File: config.mk
export PLATFORM = sky130hd
export DESIGN_NAME = gpio_flat
export DESIGN_NICKNAME = d
export VERILOG_FILES = /design/src/hdl/soc_pkg.sv /design/src/hdl/periph_if.sv /design/src/hdl/gpio.sv /design/src/flat_wrapper.sv
export VERILOG_INCLUDE_DIRS = /design/src /design/src/include
export SDC_FILE = /design/constraint.sdc
export NUM_CORES = 1
export LEC_CHECK = 0
export BUFFER_PORTS_ARGS = -buffer_cell sky130_fd_sc_hd__buf_2
export CORE_ASPECT_RATIO = 2
export CORE_MARGIN = 5
export CORE_UTILIZATION = 39
export CTS_CLUSTER_DIAMETER = 80
export DETAILED_ROUTE_END_ITERATION = 7
export GPL_ROUTABILITY_DRIVEN = 0
export GPL_TIMING_DRIVEN = 0
export PLACE_DENSITY = 0.79
export SLEW_MARGIN = 20
export SYNTH_ARGS = -nofsm -noshare
export SYNTH_HDL_FRONTEND = slang
export SYNTH_SLANG_ARGS = --single-unit
File: constraint.sdc
create_clock -name clk_i -period 2.83 [get_ports clk_i]
set_input_delay 0.566 -clock clk_i [delete_from_list [all_inputs] [get_ports clk_i]]
set_output_delay 0.566 -clock clk_i [all_outputs]
set_load 0.02 [all_outputs]
File: src/include/soc_map.svh
`ifndef SOC_MAP_SVH
`define SOC_MAP_SVH

// ~~~~~~~~~~~~~~~~~~~~
// Bus regions, address bits 16..13.
// ~~~~~~~~~~~~~~~~~~~~

// Data RAM, also holds the boot image.
`define REGION_DMEM     4'd0

// Instruction RAM, write-only from the data side.
`define REGION_IMEM     4'd2

`define REGION_TIMER    4'd6
`define REGION_GPIO     4'd8

// ~~~~~~~~~~~~~~~~~~~~
// Peripheral register byte offsets.
// ~~~~~~~~~~~~~~~~~~~~

// Timer.
`define TMR_COUNT       13'h000
`define TMR_COMPARE     13'h004
`define TMR_CTRL        13'h008

// GPIO.
`define GPIO_OUT        13'h000
`define GPIO_IN         13'h004

`endif
File: src/hdl/soc_pkg.sv
package soc_pkg;

    // Bus widths.
    localparam int DATA_W = 32;
    localparam int ADDR_W = 32;
    localparam int BE_W = DATA_W / 8;

    // Region field inside the data address.
    localparam int REGION_LSB = 13;
    localparam int REGION_MSB = 16;

    // Offset bits seen by one peripheral.
    localparam int PERIPH_ADDR_W = 13;

    localparam int GPIO_W = 16;

    // Interrupt ids.
    localparam int IRQ_ID_W = 5;
    localparam logic [IRQ_ID_W-1:0] TIMER_IRQ_ID = 5'd7;

    typedef logic [REGION_MSB-REGION_LSB:0] region_t;
    typedef logic [PERIPH_ADDR_W-1:0] periph_addr_t;

    // Merge the enabled byte lanes of a write into an old word.
    function automatic logic [DATA_W-1:0] byte_merge(
        input logic [DATA_W-1:0] old_word,
        input logic [DATA_W-1:0] wdata,
        input logic [BE_W-1:0]   be
    );
        logic [DATA_W-1:0] word;
        word = old_word;
        for (int i = 0; i < BE_W; i++) begin
            if (be[i]) begin
                word[8*i +: 8] = wdata[8*i +: 8];
            end
        end
        return word;
    endfunction

endpackage

File: src/hdl/periph_if.sv
`timescale 1ns/100ps

interface periph_if;
    import soc_pkg::*;

    // Write strobe, already qualified by region and request.
    logic              wr;
    logic [BE_W-1:0]   be;
    periph_addr_t      addr;
    logic [DATA_W-1:0] wdata;
    logic [DATA_W-1:0] rdata;

    modport host (
        output wr,
        output be,
        output addr,
        output wdata,
        input  rdata
    );

    modport dev (
        input  wr,
        input  be,
        input  addr,
        input  wdata,
        output rdata
    );

endinterface

File: src/hdl/gpio.sv
`timescale 1ns/100ps

`include "soc_map.svh"

module gpio (
    input  logic                       clk_i,
    input  logic                       rst_i,
    periph_if.dev                      bus_i,

    input  logic [soc_pkg::GPIO_W-1:0] pins_i,
    output logic [soc_pkg::GPIO_W-1:0] pins_o
);
    import soc_pkg::*;

    logic [GPIO_W-1:0] pins_q;
    logic [DATA_W-1:0] out_next;
    periph_addr_t      reg_addr;

    assign reg_addr = {bus_i.addr[PERIPH_ADDR_W-1:2], 2'b00};

    // Only the low two lanes land in the register.
    assign out_next = byte_merge(DATA_W'(pins_o), bus_i.wdata, bus_i.be);

    always_ff @(posedge clk_i) begin
        if (rst_i) begin
            pins_o <= '0;
        end else if (bus_i.wr && reg_addr == `GPIO_OUT) begin
            pins_o <= out_next[GPIO_W-1:0];
        end
    end

    // Input sample, one per cycle.
    always_ff @(posedge clk_i) begin
        pins_q <= pins_i;
    end

    always_comb begin
        case (reg_addr)
            `GPIO_OUT: bus_i.rdata = DATA_W'(pins_o);
            `GPIO_IN:  bus_i.rdata = DATA_W'(pins_q);
            default:   bus_i.rdata = '0;
        endcase
    end

endmodule

File: src/flat_wrapper.sv
// flat-port wrapper written by rule: the top's interface ports become plain ports
module gpio_flat import soc_pkg::*;
  (clk_i, rst_i, pins_i, pins_o, bus_i_wr, bus_i_be, bus_i_addr, bus_i_wdata, bus_i_rdata);
  periph_if bus_i_i ();
  input  logic clk_i;
  input  logic rst_i;
  input  logic [soc_pkg::GPIO_W-1:0] pins_i;
  output logic [soc_pkg::GPIO_W-1:0] pins_o;
  input wire logic [$bits(bus_i_i.wr)-1:0] bus_i_wr;
  input wire logic [$bits(bus_i_i.be)-1:0] bus_i_be;
  input wire logic [$bits(bus_i_i.addr)-1:0] bus_i_addr;
  input wire logic [$bits(bus_i_i.wdata)-1:0] bus_i_wdata;
  output wire logic [$bits(bus_i_i.rdata)-1:0] bus_i_rdata;
  assign bus_i_i.wr = bus_i_wr;
  assign bus_i_i.be = bus_i_be;
  assign bus_i_i.addr = bus_i_addr;
  assign bus_i_i.wdata = bus_i_wdata;
  assign bus_i_rdata = bus_i_i.rdata;
  gpio u_core (.clk_i(clk_i), .rst_i(rst_i), .bus_i(bus_i_i), .pins_i(pins_i), .pins_o(pins_o));
endmodule
==> impl_metrics.json <==
{
  "firstDrtPassIters": 3,
  "critPathKind": "in2out",
  "grt_pass1_wl_mm": 5.561,
  "port_buffers": 78,
  "multiInputGateArea_um2": 733.2,
  "cts.sinks": 32,
  "cts_buffers": 5,
  "crit_cells": 6,
  "seqPwrFrac": 0.506,
  "critPathArrivalTime_ns": 2.15,
  "crit_family": "simple AND/OR/NAND/NOR gates",
  "worstPathCellList": "buf_2 -> or4_4 -> or3_4 -> buf_4 -> nor2_1 -> buf_2",
  "drc": 0,
  "reg2reg_depth": 2,
  "critPathMaxStageDelay_ns": 0.57,
  "clk_latency_ns": 0.27,
  "die_h_um": 96.53,
  "netlist_instances": 144,
  "crit_top_cell": "buf_2",
  "htree_levels": 2,
  "p_sw_frac": 0.2187,
  "critPathBufInv": 3,
  "grt_max_degree": 11,
  "drive_above_1_share": 0.4303,
  "cts_tree": "yes",
  "place_ws_ns": -0.08305,
  "critPathSlowestCell": "or4_4",
  "cp.required_ns": 2.26,
  "start_util": 0.4048,
  "nets": 311,
  "io_pins": 116,
  "core_um2": 3607,
  "clockBufferDepth": 2,
  "grt_pass1_vias": 1275,
  "finalSetupTns_ns": 0,
  "p_leak_nw": 1.042,
  "finalClockSkew_ns": 0,
  "path_clk_slew_ns": 0.06,
  "wl_mm": 3.622,
  "start_kind": "input port",
  "slew_viol_final": 0,
  "antenna_found_initial": 0,
  "setup_violations": 0,
  "vias_per_cell": 4.246,
  "synth.avg_cell_area_um2": 10.14,
  "fin_crit_sh": 0.9600,
  "postRouteAntennaNets": 0,
  "rsz0062_at_grt": "false",
  "synth_cell_types": 12,
  "p_int_w": 0.0007189,
  "dp.final_hpwl_mm": 3.053,
  "p_total_w": 0.0009201,
  "cp-end-kind": "output port",
  "die_width_um": 53.27,
  "switchingPower_w": 0.0002013,
  "syn2layout_area_growth_pct": 41.22,
  "drt_iter0_drc": 15,
  "nFillCells": 362,
  "clockPowerShare": 0.375,
  "worstHoldPathType": "in2reg",
  "die_area_um2": 5142,
  "row_count": 31,
  "seq_area_um2": 640.6,
  "gr-usage-all-layers": 0.1474,
  "ys_seq_area_frac": 0.4387,
  "worst_pin_slew_ns": 0.7605,
  "p_per_area_nw_per_um2": 446.2,
  "vias": 1244,
  "synth_area_um2": 1460,
  "ys_warn_count": 0,
  "overflow": 0,
  "period_minus_slack_ns": 2.717,
  "setup_ws_ns": 0.1131,
  "wl_per_cell_um": 12.36,
  "worstHoldPathCells": 1,
  "power_frac_comb": 0.119,
  "cap_viol_max_count": 0,
  "ys_ff_latch": 32,
  "crit_fanout": 10,
  "vdd.ir_drop.worst_mv": 0.3219,
  "finalHoldViolCount": 0,
  "status": "finished clean",
  "max_freq_mhz": 368.1,
  "relSlewSlack": 0.4930,
  "clockRootBuffer": "clkbuf_8",
  "antennaDiodeCount": 0
}
[synth_stat cells, drive strengths merged]
| cell type | n | share of area |
|---|---|---|
| nor4 | 2 | 0.029 |
| clkbuf | 6 | 0.015 |
| mux2i | 32 | 0.22 |
| or3 | 3 | 0.013 |
| nor2 | 16 | 0.041 |
| nand3b | 2 | 0.010 |
| conb | 1 | 0.0026 |
| nand2b | 32 | 0.14 |
| buf | 17 | 0.086 |
| or4 | 1 | 0.0077 |
| dfxtp | 32 | 0.44 |
[power groups by stage]
stage	clock network (W)	logic, W	registers (W)
6_report	0.000345	0.000109	0.000466
5_1_grt	0.000380	0.000121	0.000467
4_1_cts	0.000359	0.000110	0.000466
3_5_place_dp	0	0.000109	0.000476
3_3_place_gp	0	0.000108	0.000475
2_1_floorplan	0	0.0000719	0.000475
[stage by stage]
stage / cells / util / hold WS [ns] / area (um^2)
floorplan: 159 / - / 0.5572 / 1516
global placement: 286 / 0.5456 / 0.4703 / 1968
detailed placement: 286 / 0.5456 / 0.4807 / 1968
CTS: 293 / 0.5716 / 0.3813 / 2062
global route: 293 / 0.5716 / 0.3815 / 2062
finish: 293 / 0.5716 / 0.3913 / 2062
[logic make-up after synthesis]
logic type | synth area share
buffers and inverters | 0.1011
other | 0.002568
and+or+nand+nor | 0.2382
muxes | 0.2194
DFF | 0.4387
[layer usage]
metal	track usage	wire, um
met2	0.2848	2138
met1	0.1354	1105
met5	0	0
met3	0.02611	296
met4	0.08316	81
[final timing paths]
path | end | startpoint | slack, ns
worst max-delay path | bus_i_rdata[6] | bus_i_addr[12] | 0.11
worst min-delay path | u_core.pins_q[7] | pins_i[7] | 0.39
worst max register to register | u_core.pins_o[0] | u_core.pins_o[0] | 2.21
worst min register to register | u_core.pins_o[3] | u_core.pins_o[3] | 0.49
[what timing repair did]
action / in CTS / in global routing
resized for setup: 2 / 0
endpoints found under the setup margin: 10 / 0
hold buffers: 0 / 0
setup buffers: 0 / 0
endpoints found under the hold margin: 0 / 0
[sequential cells by signal, indices dropped and copies added (netlist names)]
name / flops
u_core.pins_o: 16
u_core.pins_q: 16
[placed cells by master, fill, tap and decap left out, drive strengths merged]
cell,Yosys,layout
nand3b,2,2
buf,17,95
conb,1,16
or3,3,3
dfxtp,32,32
or4,1,1
nor2,16,16
nand2b,32,32
mux2i,32,32
clkbuf,6,13
nor4,2,2
[layout make-up]
cell class,instances,share of cell area
Timing Repair Buffer,78,0.1893
Buffer,22,0.07099
Multi-Input combinational cell,104,0.3556
Tap cell,49,0.02973
Clock buffer,8,0.04369
Sequential cell,32,0.3107
No activity file was read; power rests on OpenSTA's default activity.
