File: src/include/soc_map.svh
`ifndef SOC_MAP_SVH
`define SOC_MAP_SVH

// ~~~~~~~~~~~~~~~~~~~~
// Bus regions, address bits 16..13.
// ~~~~~~~~~~~~~~~~~~~~

// Data RAM, also holds the boot image.
`define REGION_DMEM     4'd0

// Instruction RAM, write-only from the data side.
`define REGION_IMEM     4'd2

`define REGION_TIMER    4'd6
`define REGION_GPIO     4'd8

// ~~~~~~~~~~~~~~~~~~~~
// Peripheral register byte offsets.
// ~~~~~~~~~~~~~~~~~~~~

// Timer.
`define TMR_COUNT       13'h000
`define TMR_COMPARE     13'h004
`define TMR_CTRL        13'h008

// GPIO.
`define GPIO_OUT        13'h000
`define GPIO_IN         13'h004

`endif
File: src/hdl/soc_pkg.sv
package soc_pkg;

    // Bus widths.
    localparam int DATA_W = 32;
    localparam int ADDR_W = 32;
    localparam int BE_W = DATA_W / 8;

    // Region field inside the data address.
    localparam int REGION_LSB = 13;
    localparam int REGION_MSB = 16;

    // Offset bits seen by one peripheral.
    localparam int PERIPH_ADDR_W = 13;

    localparam int GPIO_W = 16;

    // Interrupt ids.
    localparam int IRQ_ID_W = 5;
    localparam logic [IRQ_ID_W-1:0] TIMER_IRQ_ID = 5'd7;

    typedef logic [REGION_MSB-REGION_LSB:0] region_t;
    typedef logic [PERIPH_ADDR_W-1:0] periph_addr_t;

    // Merge the enabled byte lanes of a write into an old word.
    function automatic logic [DATA_W-1:0] byte_merge(
        input logic [DATA_W-1:0] old_word,
        input logic [DATA_W-1:0] wdata,
        input logic [BE_W-1:0]   be
    );
        logic [DATA_W-1:0] word;
        word = old_word;
        for (int i = 0; i < BE_W; i++) begin
            if (be[i]) begin
                word[8*i +: 8] = wdata[8*i +: 8];
            end
        end
        return word;
    endfunction

endpackage

File: src/hdl/periph_if.sv
`timescale 1ns/100ps

interface periph_if;
    import soc_pkg::*;

    // Write strobe, already qualified by region and request.
    logic              wr;
    logic [BE_W-1:0]   be;
    periph_addr_t      addr;
    logic [DATA_W-1:0] wdata;
    logic [DATA_W-1:0] rdata;

    modport host (
        output wr,
        output be,
        output addr,
        output wdata,
        input  rdata
    );

    modport dev (
        input  wr,
        input  be,
        input  addr,
        input  wdata,
        output rdata
    );

endinterface

File: src/hdl/timer.sv
`timescale 1ns/100ps

`include "soc_map.svh"

module timer (
    input  logic                         clk_i,
    input  logic                         rst_i,
    periph_if.dev                        bus_i,

    output logic                         irq_o,
    input  logic                         irq_ack_i,
    input  logic [soc_pkg::IRQ_ID_W-1:0] irq_id_i
);
    import soc_pkg::*;

    logic [DATA_W-1:0] count_q;
    logic [DATA_W-1:0] compare_q;
    logic [DATA_W-1:0] ctrl_q;
    periph_addr_t      reg_addr;
    logic              count_en;
    logic              irq_en;
    logic              match;
    logic              ack;

    // Word-aligned register offset.
    assign reg_addr = {bus_i.addr[PERIPH_ADDR_W-1:2], 2'b00};

    assign count_en = ctrl_q[0];
    assign irq_en   = ctrl_q[1];
    assign match    = count_en && (count_q == compare_q);
    assign ack      = irq_ack_i && (irq_id_i == TIMER_IRQ_ID);

    // ~~~~~~~~~~~~~~~~~~~~
    // Registers.
    // ~~~~~~~~~~~~~~~~~~~~

    always_ff @(posedge clk_i) begin
        if (rst_i) begin
            count_q   <= '0;
            compare_q <= '0;
            ctrl_q    <= '0;
        end else begin
            // Bus write to count beats the increment.
            if (bus_i.wr && reg_addr == `TMR_COUNT) begin
                count_q <= byte_merge(count_q, bus_i.wdata, bus_i.be);
            end else if (match) begin
                count_q <= '0;
            end else if (count_en) begin
                count_q <= count_q + 1'b1;
            end

            if (bus_i.wr && reg_addr == `TMR_COMPARE) begin
                compare_q <= byte_merge(compare_q, bus_i.wdata, bus_i.be);
            end
            if (bus_i.wr && reg_addr == `TMR_CTRL) begin
                ctrl_q <= byte_merge(ctrl_q, bus_i.wdata, bus_i.be);
            end
        end
    end

    // Pending flag, held until acked with our id.
    always_ff @(posedge clk_i) begin
        if (rst_i) begin
            irq_o <= 1'b0;
        end else if (match && irq_en) begin
            irq_o <= 1'b1;
        end else if (ack) begin
            irq_o <= 1'b0;
        end
    end

    always_comb begin
        case (reg_addr)
            `TMR_COUNT:   bus_i.rdata = count_q;
            `TMR_COMPARE: bus_i.rdata = compare_q;
            `TMR_CTRL:    bus_i.rdata = ctrl_q;
            default:      bus_i.rdata = '0;
        endcase
    end

endmodule

File: src/flat_wrapper.sv
// flat-port wrapper written by rule: the top's interface ports become plain ports
module timer_flat import soc_pkg::*;
  (clk_i, rst_i, irq_o, irq_ack_i, irq_id_i, bus_i_wr, bus_i_be, bus_i_addr, bus_i_wdata, bus_i_rdata);
  periph_if bus_i_i ();
  input  logic clk_i;
  input  logic rst_i;
  output logic irq_o;
  input  logic irq_ack_i;
  input  logic [soc_pkg::IRQ_ID_W-1:0] irq_id_i;
  input wire logic [$bits(bus_i_i.wr)-1:0] bus_i_wr;
  input wire logic [$bits(bus_i_i.be)-1:0] bus_i_be;
  input wire logic [$bits(bus_i_i.addr)-1:0] bus_i_addr;
  input wire logic [$bits(bus_i_i.wdata)-1:0] bus_i_wdata;
  output wire logic [$bits(bus_i_i.rdata)-1:0] bus_i_rdata;
  assign bus_i_i.wr = bus_i_wr;
  assign bus_i_i.be = bus_i_be;
  assign bus_i_i.addr = bus_i_addr;
  assign bus_i_i.wdata = bus_i_wdata;
  assign bus_i_rdata = bus_i_i.rdata;
  timer u_core (.clk_i(clk_i), .rst_i(rst_i), .bus_i(bus_i_i), .irq_o(irq_o), .irq_ack_i(irq_ack_i), .irq_id_i(irq_id_i));
endmodule
File: config.mk
export PLATFORM = sky130hd
export DESIGN_NAME = timer_flat
export DESIGN_NICKNAME = d
export VERILOG_FILES = /design/src/hdl/soc_pkg.sv /design/src/hdl/periph_if.sv /design/src/hdl/timer.sv /design/src/flat_wrapper.sv
export VERILOG_INCLUDE_DIRS = /design/src /design/src/include
export SDC_FILE = /design/constraint.sdc
export NUM_CORES = 1
export LEC_CHECK = 0
export BUFFER_PORTS_ARGS = -buffer_cell sky130_fd_sc_hd__buf_4
export CELL_PAD_IN_SITES_DETAIL_PLACEMENT = 1
export CELL_PAD_IN_SITES_GLOBAL_PLACEMENT = 1
export CORE_UTILIZATION = 42
export DETAILED_ROUTE_END_ITERATION = 12
export PLACE_DENSITY = 0.79
export SLEW_MARGIN = 20
export SYNTH_ARGS = -nofsm -noshare
export SYNTH_HDL_FRONTEND = slang
export SYNTH_SLANG_ARGS = --single-unit
export TNS_END_PERCENT = 10
File: constraint.sdc
create_clock -name clk_i -period 2.45 [get_ports clk_i]
set_input_delay 0.1225 -clock clk_i [delete_from_list [all_inputs] [get_ports clk_i]]
set_output_delay 0.1225 -clock clk_i [all_outputs]
set_load 0.02 [all_outputs]
==> results of run 1 <==
[flip-flops by register name, summed over array words and instances (netlist names)]
register and count:
u_core.irq_o 1, u_core.count_q 32, u_core.compare_q 32, u_core.ctrl_q 32
[layout make-up]
type,count,area (sq um)
well taps,176,220
fillers,1676,6480
multi-input cells,595,3550
flip-flops and latches,97,1940
clock buffers,14,264
inverters,3,11.3
repair buffers,116,883
[layer usage]
layer	vias up	routed length (microns)
li1	2811	-
met1	3065	8560
met2	150	10300
met3	35	839
met4	0	447
met5	-	0
[cell families (layout without fill, tap and decap cells)]
| family | after synthesis | count (layout) | share of synthesized area, % |
|---|---|---|---|
| AND/OR/NAND/NOR | 309 | 309 | 26.7 |
| AO/OA/AOI/OAI | 207 | 207 | 21.4 |
| flip-flops | 97 | 97 | 33.5 |
| buffers and inverters | 58 | 133 | 5.46 |
| multiplexers | 43 | 43 | 7.44 |
| XOR/XNOR | 35 | 35 | 5.28 |
| adder cells (fa/ha/maj) | 1 | 1 | 0.216 |
[synthesized netlist by cell type (3+ instances only)]
cell	n	area [sq um]
nand2_1	170	638
dfxtp_1	97	1940
a21oi_1	95	475
o21ai_0	50	250
nand3_1	49	245
mux2i_1	42	420
xnor2_1	34	298
clkbuf_1	30	113
nor2_1	19	71.3
buf_2	12	60.1
nand4_1	12	75.1
and3_1	10	62.6
nor3_1	7	35.0
a211oi_1	6	45.0
a32o_1	6	60.1
a21o_1	5	37.5
a22o_1	5	43.8
a31oi_1	5	31.3
nor3_2	5	50.1
o21ai_1	5	25.0
a211oi_2	4	50.1
buf_4	4	30.0
clkbuf_8	4	55.1
nor4_2	4	50.1
a22oi_1	3	22.5
and2_1	3	18.8
and4_1	3	26.3
buf_6	3	33.8
inv_1	3	11.3
nor2b_1	3	18.8
o2bb2ai_1	3	26.3
o32ai_1	3	26.3
[critical path, cell delays in order, from the launching register on]
cell     delay [ps]
dfxtp_1         530
nand3_4         210
or4_4           630
nor3_2          370
a22o_1          220
a21oi_1          90
nor3_2          150
[through the flow]
| step | cell area, sq um | std cells | power (mW) |
|---|---|---|---|
| 2_1_floorplan | 5800 | 750 | 1.71 |
| 3_3_place_gp | 6610 | 987 | 1.83 |
| 3_5_place_dp | 6610 | 987 | 1.83 |
| 4_1_cts | 6870 | 1001 | 3.15 |
| 5_1_grt | 6870 | 1001 | 3.22 |
| 6_report | 6870 | 1001 | 3.14 |
[layout by cell type, fill, tap and decap left out, drive strengths merged, types with 2 or more instances in the layout]
| cell | instances |
|---|---|
| nand2 | 172 |
| buf | 116 |
| dfxtp | 97 |
| a21oi | 95 |
| o21ai | 55 |
| nand3 | 51 |
| mux2i | 42 |
| xnor2 | 34 |
| nor2 | 20 |
| clkbuf | 14 |
| nand4 | 13 |
| nor3 | 13 |
| and3 | 10 |
| a211oi | 10 |
| a32o | 6 |
| a31oi | 5 |
| a21o | 5 |
| a22o | 5 |
| nor4 | 5 |
| nor3b | 5 |
| and4 | 3 |
| and2 | 3 |
| inv | 3 |
| o2bb2ai | 3 |
| o32ai | 3 |
| nor2b | 3 |
| a22oi | 3 |
| a221oi | 3 |
| or4 | 3 |
| or3 | 2 |
| a311oi | 2 |
| o22ai | 2 |
| o31ai | 2 |
| o21a | 2 |
| nand2b | 2 |
[worst paths after layout]
kind                           from                   end  slack [ps]  depth (start not counted)
hold reg to reg    u_core.ctrl_q[4]      u_core.ctrl_q[4]         450                          2
hold / removal      bus_i_wdata[31]  u_core.compare_q[31]          40                          3
setup reg to reg  u_core.count_q[3]    u_core.count_q[31]         170                          6
setup / recovery  u_core.count_q[3]    u_core.count_q[31]         170                          6
[power breakdown]
group	leakage, nW	internal [mW]	total (mW)	switching, mW
logic	1.64	0.0961	0.220	0.124
registers	0.781	1.58	1.58	0.00234
clock network	0.129	0.735	1.34	0.601
==> results.md, run 1 <==
* Max Cap Viol at 0
* Worst slack, placed at 214 ps
* Clock period minus worst slack at 2280 ps
* Setup WS post-layout at 174 ps
* Final cycle utilization of the critical path at 92.9%
* Endpoints failing hold at 0
* Synth Instances at 750
* Pwr per Cell Area at 456 nW/um^2
* Syn Nets at 809
* Via count at 6061
* YS warnings at 0
* Post-CTS repair timing setup buffer count at 0
* GRT met3 Usage at 5.80%
* GRT met1 Usage at 33.2%
* Ys async rst share at 0%
* IO Pins at 91
* WP data required at 2740 ps
* Die X at 120 microns
* GRT Resource Usage Total at 28.4%
* Clock insertion delay at the later pin of the skew report at 350 ps
* Outcome: completed
* Initial Util at 43.5%
* Post-DRT Antenna Nets at 0
* Layout Skew at 4.37 ps
* Post-synthesis cell type count at 67
* Initial antenna violation count at 0
* # hold bufs at CTS at 0
* Peak VDD IR at 506 uV
* Startpoint types: flop
* Routed wire length at 20100 microns
* Sinks on Clock Net at 97
* Setup CP Type: flop to flop
* Finished Core Util at 51.5%
* Area growth from synthesis to layout at 18.5%
* Post-route DRC at 0
* Syn_area_per_cell at 7.73 sq um
* Critical path arrival at 2560 ps
* Hold slack at 36.2 ps
* PortBufs at 88
* Post-DP HPWL at 14300 microns
* Deepest clock path buffer count at 2
* Post-cts sizing count at 0
* Fmax at 439 MHz
* Worst-Margin Slew at 890 ps
* Class of the worst hold path: input port to flop
* Routed length per instance at 20.1 microns
* Initial DRC count at 365
* TritonRoute pass-1 iters at 5
* Max H-tree Level at 3
* Setup repair after global routing missed its margin: false
* Root Buffer: clkbuf_16
* Area of the mapped netlist at 5800 sq um
* Die area at 14300 sq um
* Seq/Total Area, Yosys at 33.5%
* N_diodes at 0
* Grt ovf at 0
* #FFs+latches synth at 97
* CTS tree: yes
* Leakage at 2.55 nW
* Final nets at 881
* Largest net degree at the start of global routing at 47
* Layout cells sized above 1 at 19.2%
* Setup TNS at 0 ps
* Global routing's busiest layer: met2
* Reg clk slew, reported paths at 60 ps
* Total CTS buffers at 9
* # rows at 42
* Met2 Track Usage GR at 51.1%
* Crit path capture type: flop
* EDFF count, synth at 0
* Chip height at 120 microns
* Placer Congestion at 0.889
* Avg Vias per Cell at 6.05
* Prevailing post-synth register cell: dfxtp_1
* Max FO, Critical Path at 10
* First-pass GRT wire length at 32000 microns
* Final Max Slew Viols at 0
* Total core area at 13300 sq um
* Slew HR at 40.2%
* Via count of the first global-routing pass at 6311
* Setup violations, final at 0
Power figures use the tool's default switching activity.
==> run 2, diff against run 1 <==
- ABC_AREA: unset -> 1
- CORE_UTILIZATION: 42 -> 40
- PLACE_DENSITY: 0.79 -> unset
- PLACE_DENSITY_LB_ADDON: unset -> 0.1
==> run 2 against run 1 <==
Compared with the run above: routed wire length is 0.63% lower; first-iteration DRC count is 15% lower; sequential power hardly changed; final cell count is 23% higher; design area is 3.4% higher; clock power is 17% higher; non-clock buffer count is 16 lower; highest routed layer unchanged.
==> results.md, run 2 <==
* Synth area leader: dfxtp_1
* First-pass GRT wire length at 32000 microns (+0.15%)
* Setup repair after global routing missed its margin: false
* Startpoint types: flop
* YS warnings at 0 (unchanged)
* Syn_area_per_cell at 6.10 sq um (-21%)
* Layout Skew at 7.84 ps (+3.47 ps)
* WP data required at 2740 ps (about the same)
* Critical path arrival at 2320 ps (-240 ps)
* # rows at 44 (+4.8%)
* Initial DRC count at 309 (-15%)
* CP startpoint: u_core.count_q[0]
* Reg2Reg Depth at 9 (+3)
* Fraction of the mapped netlist area in adder cells at 0.211% (-0.0047 points)
* Post-layout power at 3.31 mW (+5.6%)
* Syn Nets at 1032 (+28%)
* Mux cell area share after synthesis at 0% (-7.4 points)
* Post-synthesis compound-gate area fraction at 20.1% (-1.3 points)
* Total CTS buffers at 9 (unchanged)
* Most frequent cells in the layout: nand2_1, inv_1, nor2_1
* EDFF count, synth at 0 (unchanged)
* Final Max Slew Viols at 0 (unchanged)
* Clock period minus worst slack at 2030 ps (-248 ps)
* Max H-tree Level at 3 (unchanged)
* Largest net degree at the start of global routing at 57 (+21%)
* Initial Util at 41.0% (-2.5 points)
* Initial antenna violation count at 0 (unchanged)
* Placer Congestion at 0.815 (-8.4%)
* Top-count cell post-synth: nand2_1
* Avg Vias per Cell at 5.19 (-14%)
* Pwr per Cell Area at 466 nW/um^2 (+2.2%)
* Sequential share of power at 47.6% (-2.8 points)
* Internal reg-to-reg setup slack at 420 ps (+250 ps)
* Slew HR at 53.8% (+14 points)
* Post-synthesis cell type count at 26 (-61%)
* Post-route DRC at 0 (unchanged)
* Post-cts sizing count at 0 (unchanged)
* IO Pins at 91 (unchanged)
* CTS tree: yes
* Max Cap Viol at 0 (unchanged)
* PortBufs at 88 (unchanged)
* Fmax at 493 MHz (+12%)
* Top cell type's share of synthesized area at 32.7% (-0.73 points)
* Largest cells by area after synthesis: dfxtp_1, nand2_1, inv_1, a21oi_1, nor2_1
* R2r endpoint: u_core.count_q[22]
* Outcome: completed
* Layout cells sized above 1 at 11.9% (-7.3 points)
* Most frequent cells after synthesis: nand2_1, inv_1, nor2_1
* Post-DP HPWL at 14200 microns (-0.75%)
* Chip height at 124 microns (+3.6%)
* Via count of the first global-routing pass at 6139 (-2.7%)
* Root Buffer: clkbuf_16
* Most common library cell in the layout ignoring fill and taps: nand2_1
* Grt ovf at 0 (unchanged)
* Reg clk slew, reported paths at 70 ps (about the same)
* Crit path to: u_core.count_q[22]
* Area of the mapped netlist at 5930 sq um (+2.2%)
* Crit path capture type: flop
* GRT Resource Usage Total at 27.4% (-0.95 points)
* Sinks on Clock Net at 97 (unchanged)
* Max FO, Critical Path at 4 (-6)
* Setup violations, final at 0 (unchanged)
* Sw Share at 21.8% (-1.4 points)
* Main combinational cell family by area after synthesis: simple AND/OR/NAND/NOR gates
* Final nets at 1106 (+26%)
* Clock insertion delay at the later pin of the skew report at 360 ps (about the same)
* Via count at 6412 (+5.8%)
* Pint at 2.59 mW (+7.5%)
* Seq/Total Area, Yosys at 32.7% (-0.73 points)
* Simple-gate share of the synthesized area at 29.9% (+3.1 points)
* Class of the worst hold path: input port to flop
* Die X at 124 microns (+3.6%)
* Setup CP Type: flop to flop
* Die area at 15300 sq um (+7.2%)
* Comb pwr share at 5.0% (-2.0 points)
* Leakage at 3.19 nW (+25%)
* Total net switching power at 0.723 mW (-0.61%)
* Total core area at 14500 sq um (+8.5%)
* N_diodes at 0 (unchanged)
* #FFs+latches synth at 97 (unchanged)
* TritonRoute pass-1 iters at 4 (-1)
* Routed wire length at 20000 microns (-0.63%)
* Worst-Margin Slew at 693 ps (-197 ps)
* XOR/XNOR Fraction of Synth Area at 4.28% (-1.0 points)
* Endpoints failing hold at 0 (unchanged)
* Prevailing post-synth register cell: dfxtp_1
* Peak VDD IR at 396 uV (-22%)
* Post-DRT Antenna Nets at 0 (unchanged)
* RR Startpoint: u_core.count_q[0]
* Top flop regs: u_core.compare_q: 32 flops, u_core.count_q: 32 flops, u_core.ctrl_q: 32 flops
* Synth Instances at 973 (+30%)
* Ys async rst share at 0% (unchanged)
* Setup TNS at 0 ps (unchanged)
* Area growth from synthesis to layout at 19.8%
* Final cycle utilization of the critical path at 82.8% (-10 points)
* Routed length per instance at 16.2 microns (-20%)
* Deepest clock path buffer count at 2 (unchanged)
* Clk network pwr share at 47.4% (+4.8 points)
-- run 2: cell count changes in the layout (fill, tap and decap cells not counted), sizes merged, moves of 17 or more --
cell | before | now
buf | 116 | 99
inv | 3 | 159
mux2i | 42 | 0
nand2 | 172 | 253
nor2 | 20 | 125
o21ai | 55 | 77
o221ai | 0 | 32
xnor2 | 34 | 7
xor2 | 1 | 22
-- run 2: worst min path at each step --
stage | cells after the start | end | startpoint
floorplan | 1 | u_core.irq_o | rst_i
global placement | 2 | u_core.irq_o | rst_i
detailed placement | 2 | u_core.irq_o | rst_i
CTS | 3 | u_core.ctrl_q[5] | bus_i_wdata[5]
global route | 3 | u_core.compare_q[20] | bus_i_wdata[20]
finish | 3 | u_core.irq_o | irq_id_i[3]
-- run 2: final cells by class --
type	count	area, sq um
Clock buffer	15	298
Clock inverter	1	30.0
Fill cell	2007	7380
Inverter	159	597
Multi-Input combinational cell	680	3230
Sequential cell	97	1940
Tap cell	184	230
Timing Repair Buffer	100	778
-- run 2: layer usage --
layer  track usage (%)  vias up  wire, microns  share of wire, %
li1                  -     3238              -                 -
met3              3.71       12            713               3.6
met4              5.87        0            194              0.97
met2              46.2      114           9240                46
met5                 0        -              0                 0
met1              37.1     3048           9830                49
-- run 2: through the flow --
step / util (%) / setup WS (ps) / instance area [sq um] / hold slack (ps) / std cells
detailed placement: 46.7 / 299 / 6770 / 298 / 1219
global route: 49.1 / 232 / 7100 / 83.0 / 1236
global placement: 46.7 / 358 / 6770 / 294 / 1219
floorplan: - / 899 / 5930 / 192 / 973
CTS: 49.1 / 443 / 7100 / 54.5 / 1236
finish: 49.1 / 422 / 7100 / 64.2 / 1236
-- run 2: worst max-delay path: stages, from the launching register on --
cell	delay, ps
dfxtp_1	390
ha_1	280
nand2_1	110
nor2_1	240
nand3_1	200
nor2_1	220
nand2_1	130
xor2_1	160
nand3_1	90
a21oi_1	140
-- run 2: cells by family after synthesis --
logic type,after synthesis
buf+inv,196
fa+ha+maj,1
flops,97
compound gates,210
simple gates,440
xor+xnor,29
-- run 2: what timing repair did --
item,in CTS,in global routing
hold buffers,1,0
endpoints found under the hold margin,1,0
buffers inserted,0,0
-- run 2: power groups by stage --
stage / Clock [mW] / Sequential [mW] / Combinational, mW
after global placement: 0 / 1.61 / 0.161
final: 1.57 / 1.58 / 0.165
after floorplan: 0 / 1.61 / 0.0574
after detailed placement: 0 / 1.61 / 0.164
after global routing: 1.64 / 1.58 / 0.187
after CTS: 1.59 / 1.58 / 0.166
==> run 3, diff against run 2 <==
- CORE_UTILIZATION: 40 -> 36
- clock period: 2.45 -> 1.8 ns (I/O delays scaled with it)
==> run 3 against run 2 <==
Compared with the run above: the flow now finishes with violations (setup timing); sequential cell count unchanged; power increased by 38%; design area increased by 15%; final cell count increased by 8.2%; die area increased by 11%; maximum frequency increased by 11%; clock power increased by 39%; critical path type unchanged.
==> results.md, run 3 (synthesized netlist as in run 2, its figures left out) <==
* Post-DP HPWL at 15200 microns (+7.0%)
* Sinks on Clock Net at 97 (unchanged)
* GRT met3 Usage at 2.83% (-0.88 points)
* Setup repair after global routing missed its margin: true
* Via count of the first global-routing pass at 6378 (+3.9%)
* GRT Resource Usage Total at 26.2% (-1.2 points)
* Reg clk slew, reported paths at 70 ps (about the same)
* Most common library cell in the layout ignoring fill and taps: nand2_1
* Setup violations, final at 13 (+13)
* Top flop regs: u_core.compare_q: 32 flops, u_core.count_q: 32 flops, u_core.ctrl_q: 32 flops
* Routed wire length at 23000 microns (+15%)
* Sequential cell area at 1950 sq um (+0.52%)
* Largest net degree at the start of global routing at 97 (+70%)
* Slew HR at 55.2% (+1.5 points)
* N_diodes at 0 (unchanged)
* Area growth from synthesis to layout at 37.9%
* Die X at 130 microns (+5.3%)
* Routed length per instance at 17.2 microns (+6.4%)
* Total net switching power at 1.02 mW (+41%)
* Setup WS post-layout at -21.1 ps (-443 ps)
* Setup CP Type: flop to flop
* Outcome: finished, violations left
* First-pass GRT wire length at 34200 microns (+6.6%)
* Most frequent cells in the layout: nand2_1, inv_1, buf_4
* Total CTS buffers at 9 (unchanged)
* Fill count at 2147 (+7.0%)
* Sw Share at 22.3% (+0.51 points)
* Via count at 6700 (+4.5%)
* Post-layout power at 4.56 mW (+38%)
* Crit path capture type: flop
* Deepest clock path buffer count at 2 (unchanged)
* Area of the multi-input gates at 3550 sq um (+9.8%)
* Post-DRT Antenna Nets at 0 (unchanged)
* Failing checks: setup timing
* IO Pins at 91 (unchanged)
* Worst slack, placed at -107 ps (-406 ps)
* Worst-Margin Slew at 671 ps (-21.9 ps)
* Dpl cell area at 7280 sq um (+7.5%)
* Pwr per Cell Area at 558 nW/um^2 (+20%)
* Final nets at 1175 (+6.2%)
* GRT met1 Usage at 36.7% (-0.46 points)
* Met2 Track Usage GR at 43.3% (-2.8 points)
* Initial antenna violation count at 0 (unchanged)
* Worst Path Buf+Inv at 3 (+3)
* Chip height at 130 microns (+5.3%)
* Max incr delay on CP at 370 ps (-20 ps)
* Root Buffer: clkbuf_16
* Finished Core Util at 51.1% (+2.1 points)
* Placer Congestion at 0.813 (-0.28%)
* Critical path arrival at 2060 ps (-260 ps)
* Max FO, Critical Path at 8 (+4)
* Avg Vias per Cell at 5.01 (-3.4%)
* Endpoints failing hold at 0 (unchanged)
* Global routing's busiest layer: met2
* Final Max Slew Viols at 0 (unchanged)
* Initial Util at 37.1% (-3.9 points)
* Sequential share of power at 47.0% (-0.6 points)
* Startpoint types: flop
* Hold slack at 33.2 ps (-31.0 ps)
* TritonRoute pass-1 iters at 5 (+1)
* Cells along the critical path: buf_6 -> clkinvlp_4 -> nand2_1 -> nand3_1 -> nor2_1 -> nand3_1 -> nor2_2 -> nand3_4 -> clkbuf_16 -> nand3_2 -> a21oi_2
* CP max-delay cell: dfxtp_2
* WP data required at 2040 ps (-700 ps)
* Clk network pwr share at 48.0% (+0.6 points)
* PortBufs at 88 (unchanged)
* Max H-tree Level at 3 (unchanged)
* Comb pwr share at 5.0% (about the same)
* CTS tree: yes
* Setup TNS at -125 ps (-125 ps)
* Clock period minus worst slack at 1820 ps (-207 ps)
* CP top delay family: simple AND/OR/NAND/NOR gates
* Layout Skew at 7.82 ps (-0.0176 ps)
* Dpl cells at 1307 (+7.2%)
* Post-route DRC at 0 (unchanged)
* Fmax at 549 MHz (+11%)
* Fin cells at 1337 (+8.2%)
* Leakage at 3.62 nW (+13%)
* # rows at 46 (+4.5%)
* Post-route cell area at 8180 sq um (+15%)
* Initial DRC count at 351 (+14%)
* Max Cap Viol at 0 (unchanged)
* Total core area at 16000 sq um (+11%)
* Grt ovf at 0 (unchanged)
* Pint at 3.54 mW (+37%)
* CP most frequent cell: nand3_1
* Final cycle utilization of the critical path at 101% (+18 points)
* Layout cells sized above 1 at 24.8% (+13 points)
* Peak VDD IR at 481 uV (+22%)
* Class of the worst hold path: input port to flop
* Die area at 17000 sq um (+11%)
* Clock insertion delay at the later pin of the skew report at 350 ps (about the same)
[run 3: worst register-to-register path, delay by kind of cell (launching register included)]
family	cells	cell delay, ps
and+or+nand+nor	7	820
buffers and inverters	3	460
DFF	1	370
AOI/OAI and AO/OA	1	50
[run 3: cell type report]
cell class                 count  share of cell area, %
clock inverter                 5                  0.949
inverter                     159                   7.34
tap                          216                   3.30
timing repair buffer         169                   18.1
sequential                    97                   23.9
multi-input combinational    680                   43.4
clock buffer                  11                   3.09
[run 3: worst paths after layout]
check                          from                 end  slack, ps  cells after the start
setup / recovery  u_core.count_q[0]  u_core.count_q[28]        -20                     11
hold / removal       bus_i_wdata[6]    u_core.ctrl_q[6]         30                      3
setup reg to reg  u_core.count_q[0]  u_core.count_q[28]        -20                     11
hold reg to reg   u_core.ctrl_q[11]   u_core.ctrl_q[11]        450                      2
[run 3: per-layer routing]
layer | vias to the layer above | share of wire (%) | routed length [microns]
li1 | 3372 | - | -
met1 | 3182 | 48 | 11200
met2 | 128 | 47 | 10800
met3 | 18 | 3.5 | 796
met4 | 0 | 1.3 | 291
met5 | - | 0 | 0
[run 3: power by group through the flow]
| stage | Sequential, mW | Combinational, mW | Clock (mW) |
|---|---|---|---|
| 6_report | 2.15 | 0.230 | 2.19 |
| 3_3_place_gp | 2.20 | 0.221 | 0 |
| 4_1_cts | 2.15 | 0.229 | 2.22 |
| 3_5_place_dp | 2.20 | 0.225 | 0 |
| 5_1_grt | 2.14 | 0.256 | 2.32 |
| 2_1_floorplan | 2.20 | 0.0781 | 0 |
[run 3: repair_timing]
| action | CTS | global route |
|---|---|---|
| setup endpoints to repair | 4 | 64 |
| buffers inserted | 0 | 8 |
| hold buffers | 1 | 0 |
| pin swaps | 0 | 10 |
| cloned | 0 | 5 |
| endpoints found under the hold margin | 1 | 0 |
| resized for setup | 3 | 91 |
